[config.mk]
export PLATFORM = sky130hd
export DESIGN_NAME = instruction_decoder
export DESIGN_NICKNAME = d
export VERILOG_FILES = /design/src/verilog/basic_computer_pkg.sv /design/src/verilog/instruction_decoder.sv
export SDC_FILE = /design/constraint.sdc
export NUM_CORES = 1
export LEC_CHECK = 0
export BUFFER_PORTS_ARGS = -buffer_cell sky130_fd_sc_hd__buf_2
export CELL_PAD_IN_SITES_DETAIL_PLACEMENT = 0
export CELL_PAD_IN_SITES_GLOBAL_PLACEMENT = 2
export CORE_MARGIN = 10
export CORE_UTILIZATION = 18
export DETAILED_ROUTE_END_ITERATION = 12
export GPL_TIMING_DRIVEN = 0
export PLACE_DENSITY = 0.78
export SLEW_MARGIN = 25
export SYNTH_ARGS = -nofsm -noshare
export SYNTH_HDL_FRONTEND = slang
export SYNTH_SLANG_ARGS = --single-unit
[constraint.sdc]
create_clock -name vclk -period 3.42
set_clock_uncertainty 0.15 [all_clocks]
set_input_delay 0.342 -clock vclk [all_inputs]
set_output_delay 0.342 -clock vclk [all_outputs]
set_load 0.05 [all_outputs]
[src/verilog/basic_computer_pkg.sv]
`default_nettype none

package basic_computer_pkg;

    ////////////////////////////////////////
    // Widths and instruction fields
    ////////////////////////////////////////

    localparam int word_width = 16;
    localparam int addr_width = 12;

    typedef logic [word_width-1:0] word_t;
    typedef logic [addr_width-1:0] addr_t;
    typedef logic [2:0] opcode_t;

    localparam opcode_t op_and      = 3'd0;
    localparam opcode_t op_add      = 3'd1;
    localparam opcode_t op_lda      = 3'd2;
    localparam opcode_t op_sta      = 3'd3;
    localparam opcode_t op_bun      = 3'd4;
    localparam opcode_t op_bsa      = 3'd5;
    localparam opcode_t op_isz      = 3'd6;
    localparam opcode_t op_register = 3'd7;

    // Register-reference bit positions in IR
    localparam int rr_cla = 11;
    localparam int rr_cle = 10;
    localparam int rr_cma = 9;
    localparam int rr_cme = 8;
    localparam int rr_cir = 7;
    localparam int rr_cil = 6;
    localparam int rr_inc = 5;
    localparam int rr_spa = 4;
    localparam int rr_sna = 3;
    localparam int rr_sza = 2;
    localparam int rr_sze = 1;
    localparam int rr_hlt = 0;

    localparam logic [2:0] seq_last = 3'd6;  // T6

    ////////////////////////////////////////
    // Bus sources and ALU operations
    ////////////////////////////////////////

    typedef logic [2:0] bus_source_t;

    localparam bus_source_t bus_none   = 3'd0;
    localparam bus_source_t bus_ar     = 3'd1;
    localparam bus_source_t bus_pc     = 3'd2;
    localparam bus_source_t bus_dr     = 3'd3;
    localparam bus_source_t bus_ac     = 3'd4;
    localparam bus_source_t bus_ir     = 3'd5;
    localparam bus_source_t bus_memory = 3'd7;

    typedef logic [3:0] alu_op_t;

    localparam alu_op_t alu_hold          = 4'd0;
    localparam alu_op_t alu_and           = 4'd1;
    localparam alu_op_t alu_add           = 4'd2;
    localparam alu_op_t alu_load          = 4'd3;
    localparam alu_op_t alu_complement_ac = 4'd4;
    localparam alu_op_t alu_complement_e  = 4'd5;
    localparam alu_op_t alu_rotate_right  = 4'd6;
    localparam alu_op_t alu_rotate_left   = 4'd7;
    localparam alu_op_t alu_increment     = 4'd8;
    localparam alu_op_t alu_clear_ac      = 4'd9;
    localparam alu_op_t alu_clear_e       = 4'd10;

    ////////////////////////////////////////
    // Shared structs
    ////////////////////////////////////////

    typedef struct packed {
        logic [7:0]  opcode;          // One-hot opcode
        logic        indirect;
        logic [11:0] register_op;     // Register-reference selection
        logic        register_valid;  // Exactly one selection bit set
    } decoded_instr_t;

    typedef struct packed {
        bus_source_t bus_source;
        alu_op_t     alu_op;
        logic        ar_load;
        logic        ar_increment;
        logic        pc_load;
        logic        pc_increment;
        logic        dr_load;
        logic        dr_increment;
        logic        ac_write;        // Writes AC and E from the ALU
        logic        ir_load;
        logic        memory_write;
    } control_word_t;

    typedef struct packed {
        addr_t pc;
        word_t ac;
        logic  e;
        logic  ac_zero;
        logic  ac_sign;
        logic  dr_zero;
    } machine_state_t;

    typedef struct packed {
        logic  valid;
        addr_t address;
        word_t data;
    } program_load_t;

    typedef struct packed {
        logic  valid;
        addr_t address;
        word_t data;
    } store_event_t;

endpackage

`default_nettype wire

[src/verilog/instruction_decoder.sv]
`default_nettype none

module instruction_decoder
    import basic_computer_pkg::*;
(
    input  word_t          ir,
    output decoded_instr_t decoded
);

    opcode_t opcode;

    assign opcode = ir[14:12];

    always_comb
    begin
        decoded = '0;
        decoded.opcode = 8'b1 << opcode;
        decoded.indirect = ir[15];
        if (opcode == op_register)
        begin
            decoded.register_op = ir[11:0];
            // I set means an I/O word, which this machine ignores
            decoded.register_valid = !ir[15] && $onehot(ir[11:0]);
        end
    end

    always_comb
    begin
        assert ($onehot(decoded.opcode))
            else $error("Opcode decode is not one-hot: %h", decoded.opcode);
    end

endmodule

`default_nettype wire

==> impl_metrics.yaml <==
drt:
  via_total_after_detailed_routing: 451
  drt_antenna_net_count: 0
  detail_route.iter0.violations: 1
  wl_um: 1320
  drc_errors: 0
  drtPass1Iterations: 2
  route.detailed.wl_per_inst_um: 10.7
  via_per_inst: 3.64
pwr:
  clkPwrFrac: 0
  power_per_cell_area_nw_per_um2: 257
  power.switching_fraction: 0.605
  p_int_mw: 0.0731
  worst_ir_drop_vdd_mv: 0.0892
  p_total_mw: 0.185
  p_comb_frac: 1.000
  flop_pwr_share: 0
  p_leak_nw: 0.435
  power.switching_mw: 0.112
floorplanning:
  start_util: 0.186
  design.die.area_um2: 4940
  placement_rows: 18
  num_io_pins: 38
  horizontal_die_dimension_um: 70.3
  die-height_um: 70.3
  design.core.area_um2: 2450
cells_and_area:
  stdcell_area_um2: 719
  clock_buffer_count: 0
  net_total_in_the_final_layout: 123
  instances_no_fill: 124
  top_library_cells_by_usage_in_the_layout_fill_and_taps_aside: "sky130_fd_sc_hd__buf_2, sky130_fd_sc_hd__inv_1, sky130_fd_sc_hd__and2_2"
  layout.cells.most_common: "sky130_fd_sc_hd__buf_2"
  numSequentialCells: 0
  post_route_cells_drive_above_1_share: 0.617
  area.growth.synth_to_final_pct: 58.0
  ff_latch_area_um2: 0
  n_antenna_cell: 0
sta:
  number_of_hold_slack_violations_in_the_final_timing_report: 0
  worstMarginPinSlew_ns: 0.259
  hold_slack_ns: 0.931
  max_freq_ghz: 0.244
  timing.setup.tns_ns: -0.684
  period_share: 1.20
  report.final.slew_viol_count: 0
  postLayoutSetupSlackWorst_ns: -0.684
  final_period_minus_worst_setup_slack_ns: 4.10
  setup_violations: 1
  rsz0062_at_grt: "true"
  slew_headroom: 0.828
synth:
  nets_in_the_synthesized_netlist: 83
  number_of_warnings_printed_during_yosys_synthesis: 0
  synthesis.instances: 56
  ys_seq_area_frac: 0
  avgSynthCellArea_um2: 8.13
  yosysUniqueCellTypes: 16
  syn_area_um2: 455
placement:
  place_area_um2: 694
  gp_congestion: 0.646
  hpwl_after_dpl_um: 1220
  cell_count_post_placement: 124
  port_buffers: 38
global_route:
  grtUsageTotal: 0.0518
  antenna_found_initial: 0
  grt_start_max_net_pins: 11
  grt_pass1_vias: 522
  grt_first_pass_wirelength_um: 2320
  overflow: 0
worst_setup_path:
  crit_path_category: "in -> out"
  setup.worst_path.start_class: "primary input"
  critical_path_peak_fanout: 2
  worstPathRequired_ns: 2.93
  crit_arrival_ns: 3.61
  worst_setup_path_end_kind: "output pin"
outcome:
  run_status: "finished with violations"
  failed_checks: "setup timing"
worst_hold_path:
  worst_hold_path_class: "in -> out"
cts:
  cts.repair_timing.setup_buffer_count: 0
  postCtsHoldBufs: 0
flow_run:
  cap_viol_max_count: 0
## synthesized netlist by cell type
cell type / count / area [um^2]
sky130_fd_sc_hd__fa_1: 7 / 140
sky130_fd_sc_hd__nand2_1: 2 / 7.51
sky130_fd_sc_hd__nand3_1: 1 / 5.00
sky130_fd_sc_hd__nor3b_1: 3 / 22.5
sky130_fd_sc_hd__ha_1: 4 / 50.1
sky130_fd_sc_hd__nand4_1: 1 / 6.26
sky130_fd_sc_hd__nand2b_1: 1 / 6.26
sky130_fd_sc_hd__a21oi_1: 1 / 5.00
sky130_fd_sc_hd__buf_6: 1 / 11.3
sky130_fd_sc_hd__buf_4: 1 / 7.51
sky130_fd_sc_hd__inv_1: 15 / 56.3
sky130_fd_sc_hd__nor2_1: 3 / 11.3
sky130_fd_sc_hd__and3b_2: 2 / 20.0
sky130_fd_sc_hd__and3_4: 1 / 11.3
sky130_fd_sc_hd__and2_2: 12 / 90.1
sky130_fd_sc_hd__nor3_1: 1 / 5.00
## layer usage
layer | global-route usage | routed length [um]
met5 | 0 | 0
met4 | 0 | 0
met3 | 0.0184 | 125
met2 | 0.0978 | 698
met1 | 0.0565 | 500
## critical path: stages
cell and delay [ns]:
sky130_fd_sc_hd__buf_6 0.10, sky130_fd_sc_hd__fa_1 0.50, sky130_fd_sc_hd__fa_1 0.51, sky130_fd_sc_hd__inv_1 0.05, sky130_fd_sc_hd__fa_1 0.50, sky130_fd_sc_hd__fa_1 0.41, sky130_fd_sc_hd__inv_1 0.07, sky130_fd_sc_hd__ha_2 0.18
sky130_fd_sc_hd__inv_2 0.04, sky130_fd_sc_hd__fa_1 0.48, sky130_fd_sc_hd__nand4_1 0.13, sky130_fd_sc_hd__a21oi_4 0.15, sky130_fd_sc_hd__buf_8 0.16
## power by group through the flow
stage | clock network, mW | logic, mW | registers [mW]
floorplan | 0 | 0.136 | 0
global placement | 0 | 0.179 | 0
detailed placement | 0 | 0.184 | 0
CTS | 0 | 0.186 | 0
global route | 0 | 0.215 | 0
finish | 0 | 0.185 | 0
## worst paths after layout
check	cells after the start	slack, ns	endpoint	from
hold / removal	3	0.93	decoded[20]	ir[12]
setup / recovery	13	-0.68	decoded[0]	ir[0]
## cell type report
class / count / area, um^2
inverters: 15 / 56.3
well taps: 30 / 37.5
plain buffers: 2 / 18.8
repair buffers: 38 / 213
multi-input cells: 39 / 394
fillers: 266 / 1740
## kinds of logic (layout without fill, tap and decap cells)
| family | after synthesis | in the layout | share of synthesized area |
|---|---|---|---|
| compound gates | 1 | 1 | 0.0110 |
| fa+ha+maj | 11 | 11 | 0.418 |
| buf+inv | 17 | 55 | 0.165 |
| simple gates | 27 | 27 | 0.407 |
## repair_timing
action,CTS,global route
pin swaps,1,1
endpoints found under the setup margin,1,1
resized for setup,2,5
## through the flow
step,utilization,setup slack [ns]
3_3_place_gp,0.283,-0.794
6_report,0.293,-0.684
5_1_grt,0.293,-0.838
4_1_cts,0.285,-0.739
2_1_floorplan,-,-0.502
3_5_place_dp,0.283,-0.816
Power figures use the tool's default switching activity.
