## config.mk

```make
export PLATFORM = sky130hd
export DESIGN_NAME = register_file
export DESIGN_NICKNAME = d
export VERILOG_FILES = /design/src/verilog/basic_computer_pkg.sv /design/src/verilog/register_file.sv
export SDC_FILE = /design/constraint.sdc
export NUM_CORES = 1
export LEC_CHECK = 0
export BUFFER_PORTS_ARGS = -buffer_cell sky130_fd_sc_hd__buf_2
export CORE_ASPECT_RATIO = 0.9
export CORE_MARGIN = 8
export CORE_UTILIZATION = 43
export DETAILED_ROUTE_END_ITERATION = 12
export GPL_ROUTABILITY_DRIVEN = 0
export PLACE_DENSITY_LB_ADDON = 0.08
export SYNTH_ARGS = -nofsm -noshare
export SYNTH_HDL_FRONTEND = slang
export SYNTH_SLANG_ARGS = --single-unit
```

## constraint.sdc

```tcl
create_clock -name clock -period 4.37 [get_ports clock]
set_input_delay 0.874 -clock clock [delete_from_list [all_inputs] [get_ports clock]]
set_output_delay 0.874 -clock clock [all_outputs]
set_load 0.1 [all_outputs]
```

## src/verilog/basic_computer_pkg.sv

```systemverilog
`default_nettype none

package basic_computer_pkg;

    ////////////////////////////////////////
    // Widths and instruction fields
    ////////////////////////////////////////

    localparam int word_width = 16;
    localparam int addr_width = 12;

    typedef logic [word_width-1:0] word_t;
    typedef logic [addr_width-1:0] addr_t;
    typedef logic [2:0] opcode_t;

    localparam opcode_t op_and      = 3'd0;
    localparam opcode_t op_add      = 3'd1;
    localparam opcode_t op_lda      = 3'd2;
    localparam opcode_t op_sta      = 3'd3;
    localparam opcode_t op_bun      = 3'd4;
    localparam opcode_t op_bsa      = 3'd5;
    localparam opcode_t op_isz      = 3'd6;
    localparam opcode_t op_register = 3'd7;

    // Register-reference bit positions in IR
    localparam int rr_cla = 11;
    localparam int rr_cle = 10;
    localparam int rr_cma = 9;
    localparam int rr_cme = 8;
    localparam int rr_cir = 7;
    localparam int rr_cil = 6;
    localparam int rr_inc = 5;
    localparam int rr_spa = 4;
    localparam int rr_sna = 3;
    localparam int rr_sza = 2;
    localparam int rr_sze = 1;
    localparam int rr_hlt = 0;

    localparam logic [2:0] seq_last = 3'd6;  // T6

    ////////////////////////////////////////
    // Bus sources and ALU operations
    ////////////////////////////////////////

    typedef logic [2:0] bus_source_t;

    localparam bus_source_t bus_none   = 3'd0;
    localparam bus_source_t bus_ar     = 3'd1;
    localparam bus_source_t bus_pc     = 3'd2;
    localparam bus_source_t bus_dr     = 3'd3;
    localparam bus_source_t bus_ac     = 3'd4;
    localparam bus_source_t bus_ir     = 3'd5;
    localparam bus_source_t bus_memory = 3'd7;

    typedef logic [3:0] alu_op_t;

    localparam alu_op_t alu_hold          = 4'd0;
    localparam alu_op_t alu_and           = 4'd1;
    localparam alu_op_t alu_add           = 4'd2;
    localparam alu_op_t alu_load          = 4'd3;
    localparam alu_op_t alu_complement_ac = 4'd4;
    localparam alu_op_t alu_complement_e  = 4'd5;
    localparam alu_op_t alu_rotate_right  = 4'd6;
    localparam alu_op_t alu_rotate_left   = 4'd7;
    localparam alu_op_t alu_increment     = 4'd8;
    localparam alu_op_t alu_clear_ac      = 4'd9;
    localparam alu_op_t alu_clear_e       = 4'd10;

    ////////////////////////////////////////
    // Shared structs
    ////////////////////////////////////////

    typedef struct packed {
        logic [7:0]  opcode;          // One-hot opcode
        logic        indirect;
        logic [11:0] register_op;     // Register-reference selection
        logic        register_valid;  // Exactly one selection bit set
    } decoded_instr_t;

    typedef struct packed {
        bus_source_t bus_source;
        alu_op_t     alu_op;
        logic        ar_load;
        logic        ar_increment;
        logic        pc_load;
        logic        pc_increment;
        logic        dr_load;
        logic        dr_increment;
        logic        ac_write;        // Writes AC and E from the ALU
        logic        ir_load;
        logic        memory_write;
    } control_word_t;

    typedef struct packed {
        addr_t pc;
        word_t ac;
        logic  e;
        logic  ac_zero;
        logic  ac_sign;
        logic  dr_zero;
    } machine_state_t;

    typedef struct packed {
        logic  valid;
        addr_t address;
        word_t data;
    } program_load_t;

    typedef struct packed {
        logic  valid;
        addr_t address;
        word_t data;
    } store_event_t;

endpackage

`default_nettype wire

```

## src/verilog/register_file.sv

```systemverilog
`default_nettype none

module register_file
    import basic_computer_pkg::*;
(
    input  logic           clock,
    input  logic           reset,
    input  control_word_t  control,
    input  word_t          memory_word,
    input  word_t          ac_next,
    input  logic           e_next,
    output addr_t          address,
    output word_t          bus,
    output word_t          ir,
    output word_t          dr,
    output machine_state_t status
);

    addr_t ar;
    addr_t pc;
    word_t ac;
    logic  e;

    ////////////////////////////////////////
    // Common bus
    ////////////////////////////////////////

    always_comb
    begin
        case (control.bus_source)
            bus_ar:     bus = {{(word_width - addr_width){1'b0}}, ar};
            bus_pc:     bus = {{(word_width - addr_width){1'b0}}, pc};
            bus_dr:     bus = dr;
            bus_ac:     bus = ac;
            bus_ir:     bus = ir;
            bus_memory: bus = memory_word;
            default:    bus = '0;
        endcase
    end

    ////////////////////////////////////////
    // Registers
    ////////////////////////////////////////

    always_ff @(posedge clock)
    begin
        if (reset)
        begin
            ar <= '0;
            pc <= '0;
            dr <= '0;
            ac <= '0;
            e <= 1'b0;
            ir <= '0;
        end
        else
        begin
            if (control.ar_load)
                ar <= bus[addr_width-1:0];
            else if (control.ar_increment)
                ar <= ar + 12'd1;

            if (control.pc_load)
                pc <= bus[addr_width-1:0];
            else if (control.pc_increment)
                pc <= pc + 12'd1;  // Fetch or skip

            if (control.dr_load)
                dr <= bus;
            else if (control.dr_increment)
                dr <= dr + 16'd1;

            if (control.ac_write)
            begin
                ac <= ac_next;
                e <= e_next;
            end

            if (control.ir_load)
                ir <= bus;
        end
    end

    assign address = ar;

    // Status tested by the skips and by ISZ
    assign status.pc = pc;
    assign status.ac = ac;
    assign status.e = e;
    assign status.ac_zero = (ac == '0);
    assign status.ac_sign = ac[word_width-1];
    assign status.dr_zero = (dr == '0);

endmodule

`default_nettype wire

```

==> impl_metrics.ini <==
[global_routing]
antenna_found_initial = 1
grt-ovfl-total = 0
first_global_vias = 4285
grt_max_degree = 36
track_usage_pct = 21.9
grt_pass1_wl_mm = 23.0

[pwr]
power_density_mw_per_mm2 = 397
ir_drop_mv = 0.189
leakage_uw = 0.00227
design_power_total_uw = 2030

[floorplan]
initial_core_util_pct = 43.9
fp.dieH_um = 110
core-area_mm2 = 0.00957
die_w_um = 120
ios = 143
rows = 34
dieArea_mm2 = 0.0132

[min_path]
hold_depth = 2
worstHoldPathType = flop to flop

[setup_path]
cp-end-kind = output port
worstPathMaxFanout = 32
cp.arrival_ps = 2870
path_cells = buf_2 -> nor2b_1 -> a221oi_1 -> a221o_1 -> inv_1 -> buf_2
crit_type = input port to output port
worstPathRequired_ps = 3500
critPathTopFamily = buffers and inverters
crit_path_frequent_cell = buf_2
cp.depth = 6
worst-path-buf-inv = 3
slowest_delay_ps = 540
crit_path_start_kind = input port
crit_slowest_cell = buf_2
rr_worst_depth = 4

[sta]
setup_viol = 0
hold_viol = 0
fin_tns_setup_ps = 0
finalClockSkew_ps = 13.3
rsz0062_at_grt = no
min_period_ps = 3740
report.final.slew_viol_count = 0
fin_crit_sh_pct = 85.6
fmaxAchievable_mhz = 267
worst_pin_slew_ps = 759
max_slew_margin_pct = 49.3

[route]
ant_nets = 0
avgRoutedWirePerCell_um = 19.9
drt_iter0_drc = 262
dr_wl_met2_mm = 6.88
wl_met3_mm = 1.01
routed.top_layer = met5
finalWirelength_mm = 14.8
drc = 0
vias = 4276
first_pass_iters = 4
vias_per_cell = 5.74
routedLengthMet1_mm = 6.62

[clock_tree]
clk_latency_ps = 350
cts_root_buffer = clkbuf_8
cts_max_level = 3
cts_setup_buffers = 0
cts_tree = built
cts_buffers = 9
clock_sinks = 73
cts_buffer_depth = 2
holdBufCountCts = 0
clkTransAtPathRegs_ps = 70
cts_resized = 0

[logic_synthesis]
synth_warnings = 0
synth_area_mm2 = 0.00420
synthArstFlopShare_pct = 0
synth_ff_type = dfxtp_1
synth_edf_count = 0
synth_fp_nets = 548
ys_seq_elements = 73
yosysUniqueCellTypes = 53
synth_cells = 493
synth-seq-area-share_pct = 34.8
syn_area_per_cell_um2 = 8.52

[cells_and_area]
layout_common_cells = 137 x buf_2, 73 x dfxtp_1, 39 x nor2_1, 35 x mux2i_1, 28 x a21oi_1
nNetsFinal = 669
layout.filler_cells = 978
multi_input_area_mm2 = 0.00246
stdcell_count = 745
area_growth_pct = 21.6
drive_above_1_share_pct = 29.9
diodes = 0
regArea_mm2 = 0.00146
mostFrequentLayoutCell = buf_2

[placed_design]
place_inst = 729
dp_hpwl_mm = 11.0
io_buffers = 137

[status]
status = completed

[run]
drv_cap = 0
[per-layer routing]
| layer | GRT usage, % | up-vias |
|---|---|---|
| met5 | 0 | - |
| met4 | 6.95 | 2 |
| met3 | 5.18 | 23 |
| met2 | 36.1 | 144 |
| met1 | 28.0 | 2031 |
| li1 | - | 2076 |
[final timing paths]
path                      startpoint                   to  slack (ps)
setup / recovery         control[14]               bus[8]         630
hold / removal    ir[9]$_SDFFE_PP0P_   ir[9]$_SDFFE_PP0P_         490
setup reg to reg  dr[2]$_SDFFE_PP0P_  dr[15]$_SDFFE_PP0P_        2310
hold reg to reg   ir[9]$_SDFFE_PP0P_   ir[9]$_SDFFE_PP0P_         490
[worst min-delay path: stages (launching register included)]
cell	delay, ps
dfxtp_1	320
nand2b_1	60
a21oi_1	60
[logic make-up (layout without fill, tap and decap cells)]
family                   after synthesis  in the layout  share of synthesized area (%)
AND/OR/NAND/NOR                      154            154                           19.2
multiplexers                          51             51                           12.6
XOR/XNOR                              23             23                           4.80
flip-flops                            73             73                           34.8
AO/OA/AOI/OAI                        128            128                           20.9
buffers and inverters                 60            186                           6.55
adder cells (fa/ha/maj)                4              4                           1.19
[Yosys cell counts (4+ instances only)]
library cell  count  area, um^2
dfxtp_1          73        1460
nor2b_1           7        43.8
ha_1              4        50.1
nor4_1           16         100
clkbuf_1         16        60.1
mux2_2           16         180
o2bb2ai_1         4        35.0
a211oi_1         25         188
a221oi_1          5        43.8
o31ai_1           7        52.6
nand3_1          16        80.1
o22ai_1           8        50.1
inv_1            23        86.3
a221o_1           6        60.1
o21ai_0          22         110
xnor2_1          20         175
nand4_1          13        81.3
buf_4             6        45.0
nand2b_1          9        56.3
nand2_1          24        90.1
buf_2            10        50.1
a22oi_1           4        30.0
o21a_1            5        37.5
mux2i_1          35         350
nor3_1           16        80.1
a21oi_1          28         140
nor2_1           39         146
[power by group]
group,internal (uW),leakage (uW),switching [uW],total (uW)
sequential,710,0.000603,70.4,780
combinational,152,0.00159,598,750
clock,221,0.0000805,277,498
total,1080,0.00227,945,2030
[registers in the layout, indices dropped and copies added, names as in the netlist]
| name | count |
|---|---|
| e | 1 |
| pc | 12 |
| ac | 16 |
| ir | 16 |
| address | 12 |
| dr | 16 |
[cell type report]
cell class / count / area share [%]
sequential: 73 / 28.6
clock buffer: 10 / 2.69
multi-input combinational: 360 / 48.2
inverter: 24 / 1.76
clock inverter: 6 / 0.857
timing repair buffer: 146 / 14.7
tap: 126 / 3.09
[stage by stage]
| stage | util [%] | hold WS [ps] | setup WS, ps | cell area [um^2] |
|---|---|---|---|---|
| 2_1_floorplan | - | 462 | 922 | 4200 |
| 3_3_place_gp | 51.5 | 468 | 644 | 4930 |
| 3_5_place_dp | 51.5 | 482 | 641 | 4930 |
| 4_1_cts | 53.4 | 495 | 633 | 5110 |
| 5_1_grt | 53.4 | 513 | 488 | 5110 |
| 6_report | 53.4 | 489 | 629 | 5110 |
(Power assumes the default switching activity.)
