**src/verilog/basic_computer_pkg.sv**
```systemverilog
`default_nettype none

package basic_computer_pkg;

    ////////////////////////////////////////
    // Widths and instruction fields
    ////////////////////////////////////////

    localparam int word_width = 16;
    localparam int addr_width = 12;

    typedef logic [word_width-1:0] word_t;
    typedef logic [addr_width-1:0] addr_t;
    typedef logic [2:0] opcode_t;

    localparam opcode_t op_and      = 3'd0;
    localparam opcode_t op_add      = 3'd1;
    localparam opcode_t op_lda      = 3'd2;
    localparam opcode_t op_sta      = 3'd3;
    localparam opcode_t op_bun      = 3'd4;
    localparam opcode_t op_bsa      = 3'd5;
    localparam opcode_t op_isz      = 3'd6;
    localparam opcode_t op_register = 3'd7;

    // Register-reference bit positions in IR
    localparam int rr_cla = 11;
    localparam int rr_cle = 10;
    localparam int rr_cma = 9;
    localparam int rr_cme = 8;
    localparam int rr_cir = 7;
    localparam int rr_cil = 6;
    localparam int rr_inc = 5;
    localparam int rr_spa = 4;
    localparam int rr_sna = 3;
    localparam int rr_sza = 2;
    localparam int rr_sze = 1;
    localparam int rr_hlt = 0;

    localparam logic [2:0] seq_last = 3'd6;  // T6

    ////////////////////////////////////////
    // Bus sources and ALU operations
    ////////////////////////////////////////

    typedef logic [2:0] bus_source_t;

    localparam bus_source_t bus_none   = 3'd0;
    localparam bus_source_t bus_ar     = 3'd1;
    localparam bus_source_t bus_pc     = 3'd2;
    localparam bus_source_t bus_dr     = 3'd3;
    localparam bus_source_t bus_ac     = 3'd4;
    localparam bus_source_t bus_ir     = 3'd5;
    localparam bus_source_t bus_memory = 3'd7;

    typedef logic [3:0] alu_op_t;

    localparam alu_op_t alu_hold          = 4'd0;
    localparam alu_op_t alu_and           = 4'd1;
    localparam alu_op_t alu_add           = 4'd2;
    localparam alu_op_t alu_load          = 4'd3;
    localparam alu_op_t alu_complement_ac = 4'd4;
    localparam alu_op_t alu_complement_e  = 4'd5;
    localparam alu_op_t alu_rotate_right  = 4'd6;
    localparam alu_op_t alu_rotate_left   = 4'd7;
    localparam alu_op_t alu_increment     = 4'd8;
    localparam alu_op_t alu_clear_ac      = 4'd9;
    localparam alu_op_t alu_clear_e       = 4'd10;

    ////////////////////////////////////////
    // Shared structs
    ////////////////////////////////////////

    typedef struct packed {
        logic [7:0]  opcode;          // One-hot opcode
        logic        indirect;
        logic [11:0] register_op;     // Register-reference selection
        logic        register_valid;  // Exactly one selection bit set
    } decoded_instr_t;

    typedef struct packed {
        bus_source_t bus_source;
        alu_op_t     alu_op;
        logic        ar_load;
        logic        ar_increment;
        logic        pc_load;
        logic        pc_increment;
        logic        dr_load;
        logic        dr_increment;
        logic        ac_write;        // Writes AC and E from the ALU
        logic        ir_load;
        logic        memory_write;
    } control_word_t;

    typedef struct packed {
        addr_t pc;
        word_t ac;
        logic  e;
        logic  ac_zero;
        logic  ac_sign;
        logic  dr_zero;
    } machine_state_t;

    typedef struct packed {
        logic  valid;
        addr_t address;
        word_t data;
    } program_load_t;

    typedef struct packed {
        logic  valid;
        addr_t address;
        word_t data;
    } store_event_t;

endpackage

`default_nettype wire

```
**src/verilog/control_unit.sv**
```systemverilog
`default_nettype none

module control_unit
    import basic_computer_pkg::*;
(
    input  logic           clock,
    input  logic           reset,
    input  logic           start,
    input  decoded_instr_t decoded,
    input  machine_state_t status,
    output control_word_t  control,
    output logic           running
);

    logic [2:0] seq_count;
    logic       last;       // Instruction ends in this state
    logic       halt;
    logic       memory_reference;

    assign memory_reference = !decoded.opcode[op_register];

    ////////////////////////////////////////
    // Run flag and sequence counter
    ////////////////////////////////////////

    always_ff @(posedge clock)
    begin
        if (reset)
        begin
            running <= 1'b0;
            seq_count <= '0;
        end
        else
        begin
            if (!running)
                running <= start;
            else if (halt)
                running <= 1'b0;

            if (!running || last)
                seq_count <= '0;
            else
                seq_count <= seq_count + 3'd1;
        end
    end

    ////////////////////////////////////////
    // Control word per timing state
    ////////////////////////////////////////

    always_comb
    begin
        control = '0;
        control.bus_source = bus_none;
        control.alu_op = alu_hold;
        last = 1'b0;
        halt = 1'b0;
        if (running)
        begin
            case (seq_count)
                3'd0:
                begin
                    control.bus_source = bus_pc;  // AR <- PC
                    control.ar_load = 1'b1;
                end
                3'd1:
                begin
                    control.bus_source = bus_memory;  // IR <- M[AR], PC <- PC + 1
                    control.ir_load = 1'b1;
                    control.pc_increment = 1'b1;
                end
                3'd2:
                begin
                    control.bus_source = bus_ir;  // AR <- address field
                    control.ar_load = 1'b1;
                end
                3'd3:
                begin
                    if (memory_reference)
                    begin
                        if (decoded.indirect)
                        begin
                            control.bus_source = bus_memory;  // AR <- M[AR]
                            control.ar_load = 1'b1;
                        end
                    end
                    else
                    begin
                        last = 1'b1;
                        if (decoded.register_valid)
                        begin
                            if (decoded.register_op[rr_cla]) control.alu_op = alu_clear_ac;
                            if (decoded.register_op[rr_cle]) control.alu_op = alu_clear_e;
                            if (decoded.register_op[rr_cma]) control.alu_op = alu_complement_ac;
                            if (decoded.register_op[rr_cme]) control.alu_op = alu_complement_e;
                            if (decoded.register_op[rr_cir]) control.alu_op = alu_rotate_right;
                            if (decoded.register_op[rr_cil]) control.alu_op = alu_rotate_left;
                            if (decoded.register_op[rr_inc]) control.alu_op = alu_increment;
                            control.ac_write = (control.alu_op != alu_hold);
                            // Skips
                            control.pc_increment =
                                (decoded.register_op[rr_spa] && !status.ac_sign) ||
                                (decoded.register_op[rr_sna] && status.ac_sign) ||
                                (decoded.register_op[rr_sza] && status.ac_zero) ||
                                (decoded.register_op[rr_sze] && !status.e);
                            halt = decoded.register_op[rr_hlt];
                        end
                    end
                end
                3'd4:
                begin
                    if (decoded.opcode[op_sta])
                    begin
                        control.bus_source = bus_ac;  // M[AR] <- AC
                        control.memory_write = 1'b1;
                        last = 1'b1;
                    end
                    else if (decoded.opcode[op_bun])
                    begin
                        control.bus_source = bus_ar;  // PC <- AR
                        control.pc_load = 1'b1;
                        last = 1'b1;
                    end
                    else if (decoded.opcode[op_bsa])
                    begin
                        control.bus_source = bus_pc;  // M[AR] <- PC, AR <- AR + 1
                        control.memory_write = 1'b1;
                        control.ar_increment = 1'b1;
                    end
                    else
                    begin
                        control.bus_source = bus_memory;  // DR <- M[AR]
                        control.dr_load = 1'b1;
                    end
                end
                3'd5:
                begin
                    if (decoded.opcode[op_isz])
                        control.dr_increment = 1'b1;
                    else
                    begin
                        last = 1'b1;
                        if (decoded.opcode[op_bsa])
                        begin
                            control.bus_source = bus_ar;  // Jump past the return word
                            control.pc_load = 1'b1;
                        end
                        else
                        begin
                            if (decoded.opcode[op_and])
                                control.alu_op = alu_and;
                            else if (decoded.opcode[op_add])
                                control.alu_op = alu_add;
                            else
                                control.alu_op = alu_load;
                            control.ac_write = 1'b1;
                        end
                    end
                end
                3'd6:
                begin
                    control.bus_source = bus_dr;  // ISZ write back
                    control.memory_write = 1'b1;
                    control.pc_increment = status.dr_zero;
                    last = 1'b1;
                end
                default: last = 1'b1;
            endcase
        end
    end

    assert property (@(posedge clock) disable iff (reset) seq_count <= seq_last)
        else $error("Sequence counter past T6: %h", seq_count);

    assert property (@(posedge clock) disable iff (reset)
        !(control.memory_write && control.ar_load))
        else $error("Memory write and AR load in the same state");

endmodule

`default_nettype wire

```
**config.mk**
```make
export PLATFORM = sky130hd
export DESIGN_NAME = control_unit
export DESIGN_NICKNAME = d
export VERILOG_FILES = /design/src/verilog/basic_computer_pkg.sv /design/src/verilog/control_unit.sv
export SDC_FILE = /design/constraint.sdc
export NUM_CORES = 1
export LEC_CHECK = 0
export BUFFER_PORTS_ARGS = -buffer_cell sky130_fd_sc_hd__buf_2
export CELL_PAD_IN_SITES_DETAIL_PLACEMENT = 0
export CELL_PAD_IN_SITES_GLOBAL_PLACEMENT = 1
export CORE_UTILIZATION = 17
export CTS_CLUSTER_DIAMETER = 120
export DETAILED_ROUTE_END_ITERATION = 8
export PLACE_DENSITY = 0.86
export SYNTH_ARGS = -nofsm -noshare
export SYNTH_HDL_FRONTEND = slang
export SYNTH_SLANG_ARGS = --single-unit
```
**constraint.sdc**
```tcl
create_clock -name clock -period 1.4 [get_ports clock]
set_input_delay 0.14 -clock clock [delete_from_list [all_inputs] [get_ports clock]]
set_output_delay 0.14 -clock clock [all_outputs]
set_load 0.1 [all_outputs]
```
==> results.ini <==
[clock_network]
ctsRootBufferMaster = clkbuf_4
clkSinkCount = 4
cts_tree = built
numCtsBuffers = 3
postCtsHoldBufs = 0
clkTransAtPathRegs_ns = 0.04
htreeDepth = 1
cts_buffer_depth = 2
clock_latency_ns = 0.23

[worst_hold_path]
hold_path_end = running$_SDFF_PP0_
min_path_type = in2reg
hold_path_depth = 2
hp-start = reset

[global_routing]
grt_max_degree = 9
grt_pass1_wl_um = 4360
grt_pass1_vias = 1022
antenna_found_initial = 0
grt-ovfl-total = 0
grt_usage = 0.152

[flow_run]
maxCapViolations = 0

[timing]
tightestPinTransition_ns = 0.454
rsz0062_at_grt = yes
setup_viol = 18
slew_headroom = 0.694
setup_tns_ns = -6.21
whs_ns = 0.0690
hold_viol = 0
period_needed_ns = 1.87
fin_ws_ns = -0.473
post-route-period-util = 1.34
drv_slew = 0
fmax_mhz = 534
fin_worst_skew_ns = 0.00759

[worst_setup_path]
rrSetupSlack_ns = -0.22
rr_startpoint = seq_count[1]$_SDFF_PP0_
path_class = reg2out
worstSetupEndpointType = primary output
required_ns = 1.26
rr_worst_depth = 8
crit_fanout = 6
cp.arrival_ns = 1.73
timing.rr.end = seq_count[1]$_SDFF_PP0_
startpoint_type = flip-flop

[die]
io_pins = 74
start_util = 0.178
die_area_um2 = 3770
die_h_um = 61.4
core_um2 = 3360
rows = 21
die_w_um = 61.4

[synth]
async_reset_ff_frac = 0
syn-num-nets = 150
yosys_register_bits = 4
synth_edf_count = 0
syn_avg_cell_area_um2 = 6.81
ys_warn_count = 0
synth_area_um2 = 599
seq_area_frac_synth = 0.134
synth_area_leaders = dfxtp_1, ha_1, nand2_1, nor2b_1, a21oi_1
yosysMostFrequentCell = nand2_1
ys_types = 35
yosysTopAreaCellShare = 0.134
synth_cells = 88
synth_ff_type = dfxtp_1
yosysTopAreaCell = dfxtp_1
ys_top_cells_by_count = nand2_1, nor2_1, a21oi_1

[detailed_routing]
vias_per_cell = 4.67
postRouteAntennaNets = 0
drtIter0Drc = 24
dr.pass1.iters = 4
wirelength_um = 2670
post_drt_wl_per_cell_um = 13.1
dr_total_vias = 952
drcViolationCount = 0

[pwr]
p_int_w = 0.000376
ir_drop_mv = 0.407
p_comb_frac = 0.544
switching_share = 0.390
p_leak_nw = 0.662
seqPwrFrac = 0.206
pwr-share-clk = 0.250
switchingPower_w = 0.000240
powerDensity_nw_per_um2 = 360

[layout]
nNetsFinal = 221
layout-area-overhead-vs-synth_pct = 185
design_area_um2 = 1710
diodes = 0
fin_cells = 204
drive_above_1_share = 0.753

[place]
numPortBuffers = 44
dpl-instance-area_um2 = 1480
place.gp.congestion = 0.824
placed_cells = 195
hpwlAfterDp_um = 2170

[run_status]
violations = negative setup slack
status = complete, but fails checks

layout by cell type, fill, tap and decap left out, drive strengths merged, types with 2 or more instances in the layout:
master,n
nand2,10
inv,4
a31oi,3
clkbuf,4
ha,5
nor4,2
nor2b,5
nor2,7
nand3b,2
and2,2
nand2b,3
o21ai,3
or4,2
dfxtp,4
nand3,2
nor3,5
a21o,2
o31a,2
o31ai,2
buf,68
a21oi,6
nor3b,2
how the worst max path moves through the flow:
stage / from / cells past startpoint / slack, ns / to
final: seq_count[1]$_SDFF_PP0_ / 7 / -0.47 / control[11]
after global routing: seq_count[1]$_SDFF_PP0_ / 7 / -0.52 / control[11]
after CTS: seq_count[1]$_SDFF_PP0_ / 8 / -0.46 / control[13]
after detailed placement: seq_count[1]$_SDFF_PP0_ / 6 / -0.33 / control[6]
after global placement: seq_count[1]$_SDFF_PP0_ / 6 / -0.28 / control[6]
after floorplan: seq_count[1]$_SDFF_PP0_ / 5 / -0.73 / control[11]
layout make-up:
class | instances | area, um2
clock buffers | 4 | 26.3
fillers | 307 | 1650
inverters | 4 | 20.0
multi-input cells | 78 | 833
flip-flops and latches | 4 | 91.3
well taps | 46 | 57.6
repair buffers | 68 | 681
flip-flops by register name, indices dropped and copies added, names as in the netlist:
name,cells
seq_count,3
running,1
logic make-up (layout without fill, tap and decap cells):
kind of cell,Yosys count,in the layout,share of synthesized area
adder cells (fa/ha/maj),5,5,0.104
flip-flops,4,4,0.134
multiplexers,1,1,0.0167
AND/OR/NAND/NOR,48,48,0.443
buffers and inverters,6,76,0.0396
AO/OA/AOI/OAI,24,24,0.263
layer usage:
metal / global-route usage / wire length [um] / part of all wire / vias up
met4: 0.0286 / 40 / 0.015 / 0
met1: 0.168 / 1030 / 0.39 / 454
met2: 0.307 / 1510 / 0.57 / 22
met5: 0 / 0 / 0 / -
li1: - / - / - / 472
met3: 0.0189 / 85 / 0.032 / 4
power groups by stage:
| stage | sequential [W] | combinational (W) | clock (W) |
|---|---|---|---|
| after floorplan | 0.000139 | 0.000142 | 0 |
| after global placement | 0.000126 | 0.000287 | 0 |
| after detailed placement | 0.000127 | 0.000292 | 0 |
| after CTS | 0.000127 | 0.000317 | 0.000163 |
| after global routing | 0.000127 | 0.000356 | 0.000171 |
| final | 0.000127 | 0.000335 | 0.000154 |
metrics by stage:
| step | setup slack, ns | utilization | power [W] |
|---|---|---|---|
| after global routing | -0.523 | 0.508 | 0.000654 |
| final | -0.473 | 0.508 | 0.000616 |
| after detailed placement | -0.329 | 0.439 | 0.000419 |
| after global placement | -0.277 | 0.439 | 0.000413 |
| after CTS | -0.462 | 0.482 | 0.000607 |
| after floorplan | -0.728 | - | 0.000281 |
worst max-delay path: stages (launching register included):
cell and delay, ns:
dfxtp_4 0.36, inv_4 0.07, ha_4 0.18, buf_6 0.11, a21o_1 0.14, nand2_4 0.09, nor4_4 0.33, buf_12 0.21
timing repair:
item	in CTS	in global routing
pin swaps	12	6
setup endpoints to repair	20	20
resized for setup	24	14
buffers inserted	2	3
Power figures use the tool's default switching activity.
