--- config.mk ---
export PLATFORM = sky130hd
export DESIGN_NAME = alu
export DESIGN_NICKNAME = d
export VERILOG_FILES = /design/src/verilog/basic_computer_pkg.sv /design/src/verilog/alu.sv
export SDC_FILE = /design/constraint.sdc
export NUM_CORES = 1
export LEC_CHECK = 0
export ABC_AREA = 0
export BUFFER_PORTS_ARGS = -buffer_cell sky130_fd_sc_hd__buf_2
export CAP_MARGIN = 0
export CORE_AREA = 2 2 66 93
export DETAILED_ROUTE_END_ITERATION = 6
export DIE_AREA = 0 0 68 95
export GPL_ROUTABILITY_DRIVEN = 1
export SETUP_SLACK_MARGIN = 0.15
export SYNTH_ARGS = -nofsm -noshare
export SYNTH_HDL_FRONTEND = slang
export SYNTH_SLANG_ARGS = --single-unit
--- constraint.sdc ---
create_clock -name vclk -period 6.35
set_clock_uncertainty 0.15 [all_clocks]
set_input_delay 0.635 -clock vclk [all_inputs]
set_output_delay 0.635 -clock vclk [all_outputs]
set_load 0.05 [all_outputs]
--- src/verilog/basic_computer_pkg.sv ---
`default_nettype none

package basic_computer_pkg;

    ////////////////////////////////////////
    // Widths and instruction fields
    ////////////////////////////////////////

    localparam int word_width = 16;
    localparam int addr_width = 12;

    typedef logic [word_width-1:0] word_t;
    typedef logic [addr_width-1:0] addr_t;
    typedef logic [2:0] opcode_t;

    localparam opcode_t op_and      = 3'd0;
    localparam opcode_t op_add      = 3'd1;
    localparam opcode_t op_lda      = 3'd2;
    localparam opcode_t op_sta      = 3'd3;
    localparam opcode_t op_bun      = 3'd4;
    localparam opcode_t op_bsa      = 3'd5;
    localparam opcode_t op_isz      = 3'd6;
    localparam opcode_t op_register = 3'd7;

    // Register-reference bit positions in IR
    localparam int rr_cla = 11;
    localparam int rr_cle = 10;
    localparam int rr_cma = 9;
    localparam int rr_cme = 8;
    localparam int rr_cir = 7;
    localparam int rr_cil = 6;
    localparam int rr_inc = 5;
    localparam int rr_spa = 4;
    localparam int rr_sna = 3;
    localparam int rr_sza = 2;
    localparam int rr_sze = 1;
    localparam int rr_hlt = 0;

    localparam logic [2:0] seq_last = 3'd6;  // T6

    ////////////////////////////////////////
    // Bus sources and ALU operations
    ////////////////////////////////////////

    typedef logic [2:0] bus_source_t;

    localparam bus_source_t bus_none   = 3'd0;
    localparam bus_source_t bus_ar     = 3'd1;
    localparam bus_source_t bus_pc     = 3'd2;
    localparam bus_source_t bus_dr     = 3'd3;
    localparam bus_source_t bus_ac     = 3'd4;
    localparam bus_source_t bus_ir     = 3'd5;
    localparam bus_source_t bus_memory = 3'd7;

    typedef logic [3:0] alu_op_t;

    localparam alu_op_t alu_hold          = 4'd0;
    localparam alu_op_t alu_and           = 4'd1;
    localparam alu_op_t alu_add           = 4'd2;
    localparam alu_op_t alu_load          = 4'd3;
    localparam alu_op_t alu_complement_ac = 4'd4;
    localparam alu_op_t alu_complement_e  = 4'd5;
    localparam alu_op_t alu_rotate_right  = 4'd6;
    localparam alu_op_t alu_rotate_left   = 4'd7;
    localparam alu_op_t alu_increment     = 4'd8;
    localparam alu_op_t alu_clear_ac      = 4'd9;
    localparam alu_op_t alu_clear_e       = 4'd10;

    ////////////////////////////////////////
    // Shared structs
    ////////////////////////////////////////

    typedef struct packed {
        logic [7:0]  opcode;          // One-hot opcode
        logic        indirect;
        logic [11:0] register_op;     // Register-reference selection
        logic        register_valid;  // Exactly one selection bit set
    } decoded_instr_t;

    typedef struct packed {
        bus_source_t bus_source;
        alu_op_t     alu_op;
        logic        ar_load;
        logic        ar_increment;
        logic        pc_load;
        logic        pc_increment;
        logic        dr_load;
        logic        dr_increment;
        logic        ac_write;        // Writes AC and E from the ALU
        logic        ir_load;
        logic        memory_write;
    } control_word_t;

    typedef struct packed {
        addr_t pc;
        word_t ac;
        logic  e;
        logic  ac_zero;
        logic  ac_sign;
        logic  dr_zero;
    } machine_state_t;

    typedef struct packed {
        logic  valid;
        addr_t address;
        word_t data;
    } program_load_t;

    typedef struct packed {
        logic  valid;
        addr_t address;
        word_t data;
    } store_event_t;

endpackage

`default_nettype wire

--- src/verilog/alu.sv ---
`default_nettype none

module alu
    import basic_computer_pkg::*;
(
    input  alu_op_t operation,
    input  word_t   ac,
    input  word_t   dr,
    input  logic    e,
    output word_t   ac_next,
    output logic    e_next
);

    always_comb
    begin
        ac_next = ac;
        e_next = e;
        case (operation)
            alu_and:           ac_next = ac & dr;
            alu_add:           {e_next, ac_next} = {1'b0, ac} + {1'b0, dr};  // Carry into E
            alu_load:          ac_next = dr;
            alu_complement_ac: ac_next = ~ac;
            alu_complement_e:  e_next = ~e;
            alu_rotate_right:  {ac_next, e_next} = {e, ac};
            alu_rotate_left:   {e_next, ac_next} = {ac, e};
            alu_increment:     ac_next = ac + 16'd1;  // E left alone
            alu_clear_ac:      ac_next = '0;
            alu_clear_e:       e_next = 1'b0;
            default:
            begin
                ac_next = ac;
                e_next = e;
            end
        endcase
    end

endmodule

`default_nettype wire

==> results.cfg, run 1 <==
[cts]
postCtsResizedCells = 0
cts_hold_buf = 0
post_cts_buffers = 0

[floorplanning]
die_h_um = 95
die_x_um = 68
start_util = 0.335
coreArea_um2 = 5700
die_area_um2 = 6460
rows = 33
io_pins = 54

[routing]
met2_length_mm = 3.64
drc = 0
detail_route.wl_per_cell_um = 17.7
dr_wl_met3_um = 281
routedLengthMet1_mm = 3.02
vias = 2501
vias_per_cell = 6.32
ant_nets = 0
dr.pass1.iters = 6
drt-initial-drc-count = 226
topRoutingLayerUsed = met4
wl_mm = 6.99

[pwr]
p_per_area_nw_per_um2 = 104
pwr-share-seq = 0
static-leakage-power_nw = 0.898
p_total_uw = 229
comb_power_share = 1.000
power.share.switching = 0.667
p_sw_uw = 153
p_clk_frac = 0
power.internal_uw = 76.3
vdd_ir_drop_max_mv = 0.0451

[grt]
grt_max_degree = 24
first_global_vias = 2391
antenna_found_initial = 0
overflow = 0
grtUsageTotal = 0.217
grt_pass1_wl_mm = 11.2

[layout]
final_nets = 383
seq_cell_count = 0
post-route-util = 0.387
antennaDiodeCount = 0
fin_area_um2 = 2210
final_layout_size_suffix_gt1_frac = 0.196
nClkBuffers = 0
area_delta_synth_final_pct = 15.5
seq_area_um2 = 0

[yosys]
synth.distinct_cells = 55
synth_nets = 341
seq_area_frac_synth = 0
synthCells = 286
syn_area_um2 = 1910
synth.avg_cell_area_um2 = 6.68
yosysWarnings = 0

[sta]
grt_setup_unrepaired = false
tns_ns = 0
fin_ws_ns = 2.46
max-slew-margin-rel = 0.260
clock.fmax_mhz = 257
final-hold-violation-count = 0
min_period_ns = 3.89
fin_crit_sh = 0.612
tightestPinTransition_ns = 1.11
drv_slew = 0
setup_viol = 0

[setup_path]
worstSetupStartpointType = primary input
worstSetupPathType = in2out
cp-startpoint = ac[0]
cp_max_fo = 9
crit_required_ns = 5.56
worstPathArrival_ns = 3.10
setup.worst_path.end_class = primary output

[run_status]
status = finished, final reports clean

[placed_design]
hpwlAfterDp_mm = 5.30
gp_congestion = 0.897
dpl_cell_area_um2 = 2210
port-buffer-count = 54
pre_cts_ws_ns = 2.49

[hold_path]
hold_path_class = in2out
holdPathStages = 4
hold_start = dr[0]

[job]
maxCapViolCount = 0
[logic make-up (layout without fill, tap and decap cells)]
family                   after synthesis  count (layout)  synth area share
buffers and inverters                 24              64            0.0609
XOR/XNOR                              16              16            0.0733
multiplexers                           4               4            0.0210
adder cells (fa/ha/maj)               18              18             0.122
AND/OR/NAND/NOR                       97              97             0.265
AO/OA/AOI/OAI                        127             127             0.458
[stage by stage]
stage	std cells	hold slack (ns)
2_1_floorplan	286	1.40
3_3_place_gp	396	1.61
3_5_place_dp	396	1.61
4_1_cts	396	1.61
5_1_grt	396	1.65
6_report	396	1.61
[placed cells by master, fill, tap and decap left out, types with 8 or more instances in the layout]
master and count:
buf_2 54, a21oi_1 32, nand2_1 31, o21ai_0 22, nor2_1 18, ha_1 17
nand3_1 14, xnor2_1 12, a222oi_1 11, o21a_1 8
[critical path, cell delays in order]
cell,delay (ns)
buf_2,0.16
ha_1,0.26
fa_1,0.41
a21o_1,0.20
a221oi_2,0.40
o21a_1,0.22
o21ai_0,0.16
a41oi_1,0.29
o21ai_0,0.13
buf_2,0.24
[per-layer routing]
metal	track usage	up-vias
li1	-	1227
met1	0.285	1184
met3	0.00477	4
met5	0	-
met2	0.383	86
met4	0.0517	0
[cells in the mapped netlist, types with 6 or more instances]
master | n | share of area
a21oi_1 | 32 | 0.084
nand2_1 | 31 | 0.061
o21ai_0 | 22 | 0.058
buf_2 | 8 | 0.021
ha_1 | 17 | 0.11
nand3_1 | 14 | 0.037
a222oi_1 | 11 | 0.058
a221oi_1 | 7 | 0.032
nor3_1 | 6 | 0.016
xnor2_1 | 12 | 0.055
nor2_1 | 18 | 0.035
nand4_1 | 6 | 0.020
inv_1 | 7 | 0.014
o21a_1 | 8 | 0.031
o211ai_1 | 6 | 0.024
[path summary, 6_finish.rpt]
| path | end |
|---|---|
| worst min-delay path | ac_next[0] |
| worst max-delay path | e_next |
[power groups by stage]
stage / combinational (mW) / clock (mW) / sequential [mW]
finish: 0.229 / 0 / 0
CTS: 0.228 / 0 / 0
detailed placement: 0.227 / 0 / 0
floorplan: 0.167 / 0 / 0
global placement: 0.226 / 0 / 0
global route: 0.248 / 0 / 0
[cell type report]
cell class,count,area (um2)
timing repair buffer,57,293
multi-input combinational,262,1800
fill,641,3490
tap,70,87.6
inverter,7,26.3
Note: power is estimated with default switching activity, not from simulation.
==> run 2: changes to the inputs <==
==> constraint.sdc (replaced) <==
create_clock -name vclk -period 3.5
set_clock_uncertainty 0.15 [all_clocks]
set_input_delay 0.35 -clock vclk [all_inputs]
set_output_delay 0.35 -clock vclk [all_outputs]
set_load 0.05 [all_outputs]
==> results.cfg, run 2 (synthesis results as in run 1) <==
[grt]
first_global_vias = 2299
grt_pass1_wl_mm = 10.9
grtUsageTotal = 0.212
overflow = 0
grt_max_degree = 24
antenna_found_initial = 0

[routing]
detail_route.wl_per_cell_um = 17.5
ant_nets = 0
dr.pass1.iters = 5
drt-initial-drc-count = 256
wl_mm = 7.04
vias_per_cell = 6.44
vias = 2595
drc = 0

[floorplanning]
io_pins = 54
die_h_um = 95
coreArea_um2 = 5700
die_x_um = 68
start_util = 0.335
rows = 33
die_area_um2 = 6460

[layout]
final-instance-count-excl-fill = 403
multiInputGateArea_um2 = 1810
final_nets = 390
seq_area_um2 = 0
final_layout_size_suffix_gt1_frac = 0.213
area_delta_synth_final_pct = 19.0
nClkBuffers = 0
layout_commonest_cell = buf_2
nFillCells = 619
layout_common_cells = 53 x buf_2, 32 x a21oi_1, 31 x nand2_1
seq_cell_count = 0
antennaDiodeCount = 0

[sta]
drv_slew = 0
grt_setup_unrepaired = false
tns_ns = 0
tightestPinTransition_ns = 0.775
max-slew-margin-rel = 0.479
fin_ws_ns = 0.242
setup_viol = 0
min_period_ns = 3.26
fin_hold_ws_ns = 1.04
clock.fmax_mhz = 307
fin_crit_sh = 0.931
final-hold-violation-count = 0

[pwr]
p_sw_uw = 280
power.internal_uw = 144
p_per_area_nw_per_um2 = 187
comb_power_share = 1.000
p_total_uw = 424
pwr-share-seq = 0
static-leakage-power_nw = 0.937
vdd_ir_drop_max_mv = 0.0757
power.share.switching = 0.660
p_clk_frac = 0

[setup_path]
cp_max_fo = 9
setup.worst_path.end_class = primary output
worstSetupStartpointType = primary input
worstSetupPathType = in2out
crit_required_ns = 3.00
worstPathArrival_ns = 2.76

[cts]
cts_hold_buf = 0
postCtsResizedCells = 0
post_cts_buffers = 0

[placed_design]
hpwlAfterDp_mm = 5.36
place_inst = 403
pre_cts_ws_ns = 0.191
gp_congestion = 0.863
port-buffer-count = 54

[run_status]
status = finished, final reports clean

[hold_path]
hold_start = dr[0]
hold_path_class = in2out
hold_end = ac_next[0]
holdPathStages = 4

[job]
maxCapViolCount = 0
==> run 2: changes by cell type in the layout (fill, tap and decap cells not counted) <==
cell,before,now
a221oi_2,1,0
a221oi_4,0,1
buf_2,54,53
buf_4,3,11
o21ai_0,22,21
o21ai_1,1,2
==> run 2: routing by layer <==
layer | up-vias | routed length, um | GRT usage | share of wire
li1 | 1247 | - | - | -
met2 | 125 | 3660 | 0.388 | 0.52
met3 | 11 | 502 | 0.00596 | 0.071
met1 | 1212 | 2780 | 0.275 | 0.40
met5 | - | 0 | 0 | 0
met4 | 0 | 96 | 0.0317 | 0.014
==> run 2: critical path, cell delays in order <==
cell and delay [ns]:
buf_2 0.16, ha_1 0.27, fa_1 0.41, a21o_1 0.21, a221oi_4 0.31, o21a_1 0.20, o21ai_0 0.17, a41oi_1 0.32
o21ai_0 0.14, buf_4 0.22
==> run 2: layout make-up <==
cell class,instances,share of cell area
multi-input cells,262,0.797
inverters,7,0.0116
well taps,70,0.0385
repair buffers,64,0.153
==> run 2: worst max-delay path by stage <==
stage,depth (start not counted),end,from
floorplan,7,ac_next[15],ac[4]
global placement,10,e_next,ac[0]
detailed placement,10,e_next,ac[0]
CTS,10,e_next,ac[0]
global route,10,e_next,ac[0]
finish,10,e_next,ac[0]
==> run 2: power groups by stage <==
stage / registers (mW) / clock network, mW / logic [mW]
2_1_floorplan: 0 / 0 / 0.304
3_3_place_gp: 0 / 0 / 0.415
3_5_place_dp: 0 / 0 / 0.416
4_1_cts: 0 / 0 / 0.417
5_1_grt: 0 / 0 / 0.456
6_report: 0 / 0 / 0.424
==> run 2: stage by stage <==
step           cell area, um2   util
5_1_grt                  2270  0.399
3_5_place_dp             2260  0.397
3_3_place_gp             2260  0.397
6_report                 2270  0.399
4_1_cts                  2260  0.397
2_1_floorplan            1910      -
==> run 3: changes to the inputs <==
--- a/config.mk
+++ b/config.mk
@@ -5,12 +5,12 @@
 export SDC_FILE = /design/constraint.sdc
 export NUM_CORES = 1
 export LEC_CHECK = 0
-export ABC_AREA = 0
+export ABC_AREA = 1
 export BUFFER_PORTS_ARGS = -buffer_cell sky130_fd_sc_hd__buf_2
 export CAP_MARGIN = 0
-export CORE_AREA = 2 2 66 93
+export CORE_AREA = 2 2 67 94
 export DETAILED_ROUTE_END_ITERATION = 6
-export DIE_AREA = 0 0 68 95
+export DIE_AREA = 0 0 69 96
 export GPL_ROUTABILITY_DRIVEN = 1
 export SETUP_SLACK_MARGIN = 0.15
 export SYNTH_ARGS = -nofsm -noshare
==> results.cfg, run 3 <==
[grt]
antenna_found_initial = 0
first_global_vias = 3087
grtUsageTotal = 0.253
overflow = 0
grt_max_degree = 17
grt_pass1_wl_mm = 14.0

[yosys]
seq_area_frac_synth = 0
synth_xor_area_frac = 0
syn_area_um2 = 2260
synth_area_leaders = nand2_1 27%, inv_1 9.8%, nand3_1 9.5%, nor2_1 9.5%, ha_1 9.4%
synth.distinct_cells = 31
synth.avg_cell_area_um2 = 4.84
synth_nets = 522
yosysTopAreaCell = nand2_1
yosysWarnings = 0
yosysMostFrequentCell = nand2_1
synth_top_family_by_area = simple AND/OR/NAND/NOR gates
yosys.area_share.simple = 0.574
synthCells = 467
synth_common_cells = 160 x nand2_1, 59 x inv_1, 57 x nor2_1, 43 x nand3_1, 27 x a21oi_1
synth_adder_area_share = 0.103
synth_top_area_share = 0.265
synth_compound_area_frac = 0.198
muxShareOfSynthArea = 0

[sta]
tns_ns = 0
max-slew-margin-rel = 0.533
drv_slew = 0
final-hold-violation-count = 0
setup_viol = 0
fin_crit_sh = 0.796
grt_setup_unrepaired = false
tightestPinTransition_ns = 0.697
fin_hold_ws_ns = 1.01
clock.fmax_mhz = 359
min_period_ns = 2.79

[routing]
met2_length_mm = 4.23
wl_mm = 8.34
vias_per_cell = 5.43
detail_route.wl_per_cell_um = 14.2
ant_nets = 0
dr.pass1.iters = 4
routedLengthMet1_mm = 3.50
drc = 0
vias = 3176
dr_wl_met3_um = 417
topRoutingLayerUsed = met4
drt-initial-drc-count = 180

[floorplanning]
io_pins = 54
start_util = 0.391
rows = 33
die_x_um = 69
die_area_um2 = 6620
die_h_um = 96
coreArea_um2 = 5780

[layout]
final_nets = 572
final_layout_size_suffix_gt1_frac = 0.148
layout_commonest_cell = nand2_1
seq_cell_count = 0
seq_area_um2 = 0
layout_common_cells = 160 x nand2_1, 59 x inv_1, 57 x nor2_1
antennaDiodeCount = 0
area_delta_synth_final_pct = 14.0
nClkBuffers = 0
final-instance-count-excl-fill = 585

[pwr]
p_per_area_nw_per_um2 = 165
static-leakage-power_nw = 1.40
p_total_uw = 427
vdd_ir_drop_max_mv = 0.0861

[hold_path]
hold_path_class = in2out

[setup_path]
cp_max_fo = 7
setup.worst_path.end_class = primary output
crit_required_ns = 3.00
worstSetupStartpointType = primary input
worstPathArrival_ns = 2.29
worstSetupPathType = in2out

[cts]
cts_hold_buf = 0
post_cts_buffers = 0
postCtsResizedCells = 0

[placed_design]
port-buffer-count = 54
hpwlAfterDp_mm = 6.87
place_inst = 585
gp_congestion = 0.960

[run_status]
status = finished, final reports clean

[job]
maxCapViolCount = 0
[run 3: changes by cell type after synthesis, sizes merged, moves of 11 or more]
cell / before / now
inv: 7 / 63
nand3: 14 / 44
nand2: 31 / 162
nor2: 18 / 65
a222oi: 11 / 0
xnor2: 12 / 0
[run 3: layout make-up]
| cell class | instances | area (um2) |
|---|---|---|
| Inverter | 63 | 236 |
| Timing Repair Buffer | 55 | 278 |
| Multi-Input combinational cell | 397 | 1980 |
| Fill cell | 691 | 3200 |
| Tap cell | 70 | 87.6 |
[run 3: logic make-up (layout without fill, tap and decap cells)]
family                     count (synthesis)  in the layout
and+or+nand+nor                          302            302
AOI/OAI and AO/OA                         77             77
buffers and inverters                     70            118
adders and majority gates                 18             18
[run 3: path summary, 6_finish.rpt]
| check | startpoint | to | slack, ns | cells past startpoint |
|---|---|---|---|---|
| worst max-delay path | ac[0] | ac_next[6] | 0.71 | 11 |
| worst min-delay path | ac[3] | ac_next[3] | 1.01 | 4 |
[run 3: power by group]
group | internal, mW | total, mW | switching [mW]
combinational | 0.123 | 0.427 | 0.304
sequential | 0 | 0 | 0
clock | 0 | 0 | 0
total | 0.123 | 0.427 | 0.304
[run 3: worst max-delay path: stages]
cell and delay, ns:
buf_2 0.14, ha_1 0.25, fa_1 0.44, nand3_1 0.09, nand3_1 0.16, nand2_1 0.10
nand2_1 0.07, or2_2 0.27, nand3_1 0.07, nand4_1 0.11, buf_2 0.24
[run 3: per-layer routing]
metal,GRT usage,vias to the layer above
met3,0.0126,16
met2,0.494,100
met4,0.0882,0
met1,0.293,1412
met5,0,-
li1,-,1648
[run 3: stage by stage]
step	instance area (um2)	utilization	worst slack, ns
floorplan	2260	-	0.719
global placement	2580	0.446	0.752
detailed placement	2580	0.446	0.712
CTS	2580	0.446	0.710
global route	2580	0.446	0.553
finish	2580	0.446	0.715
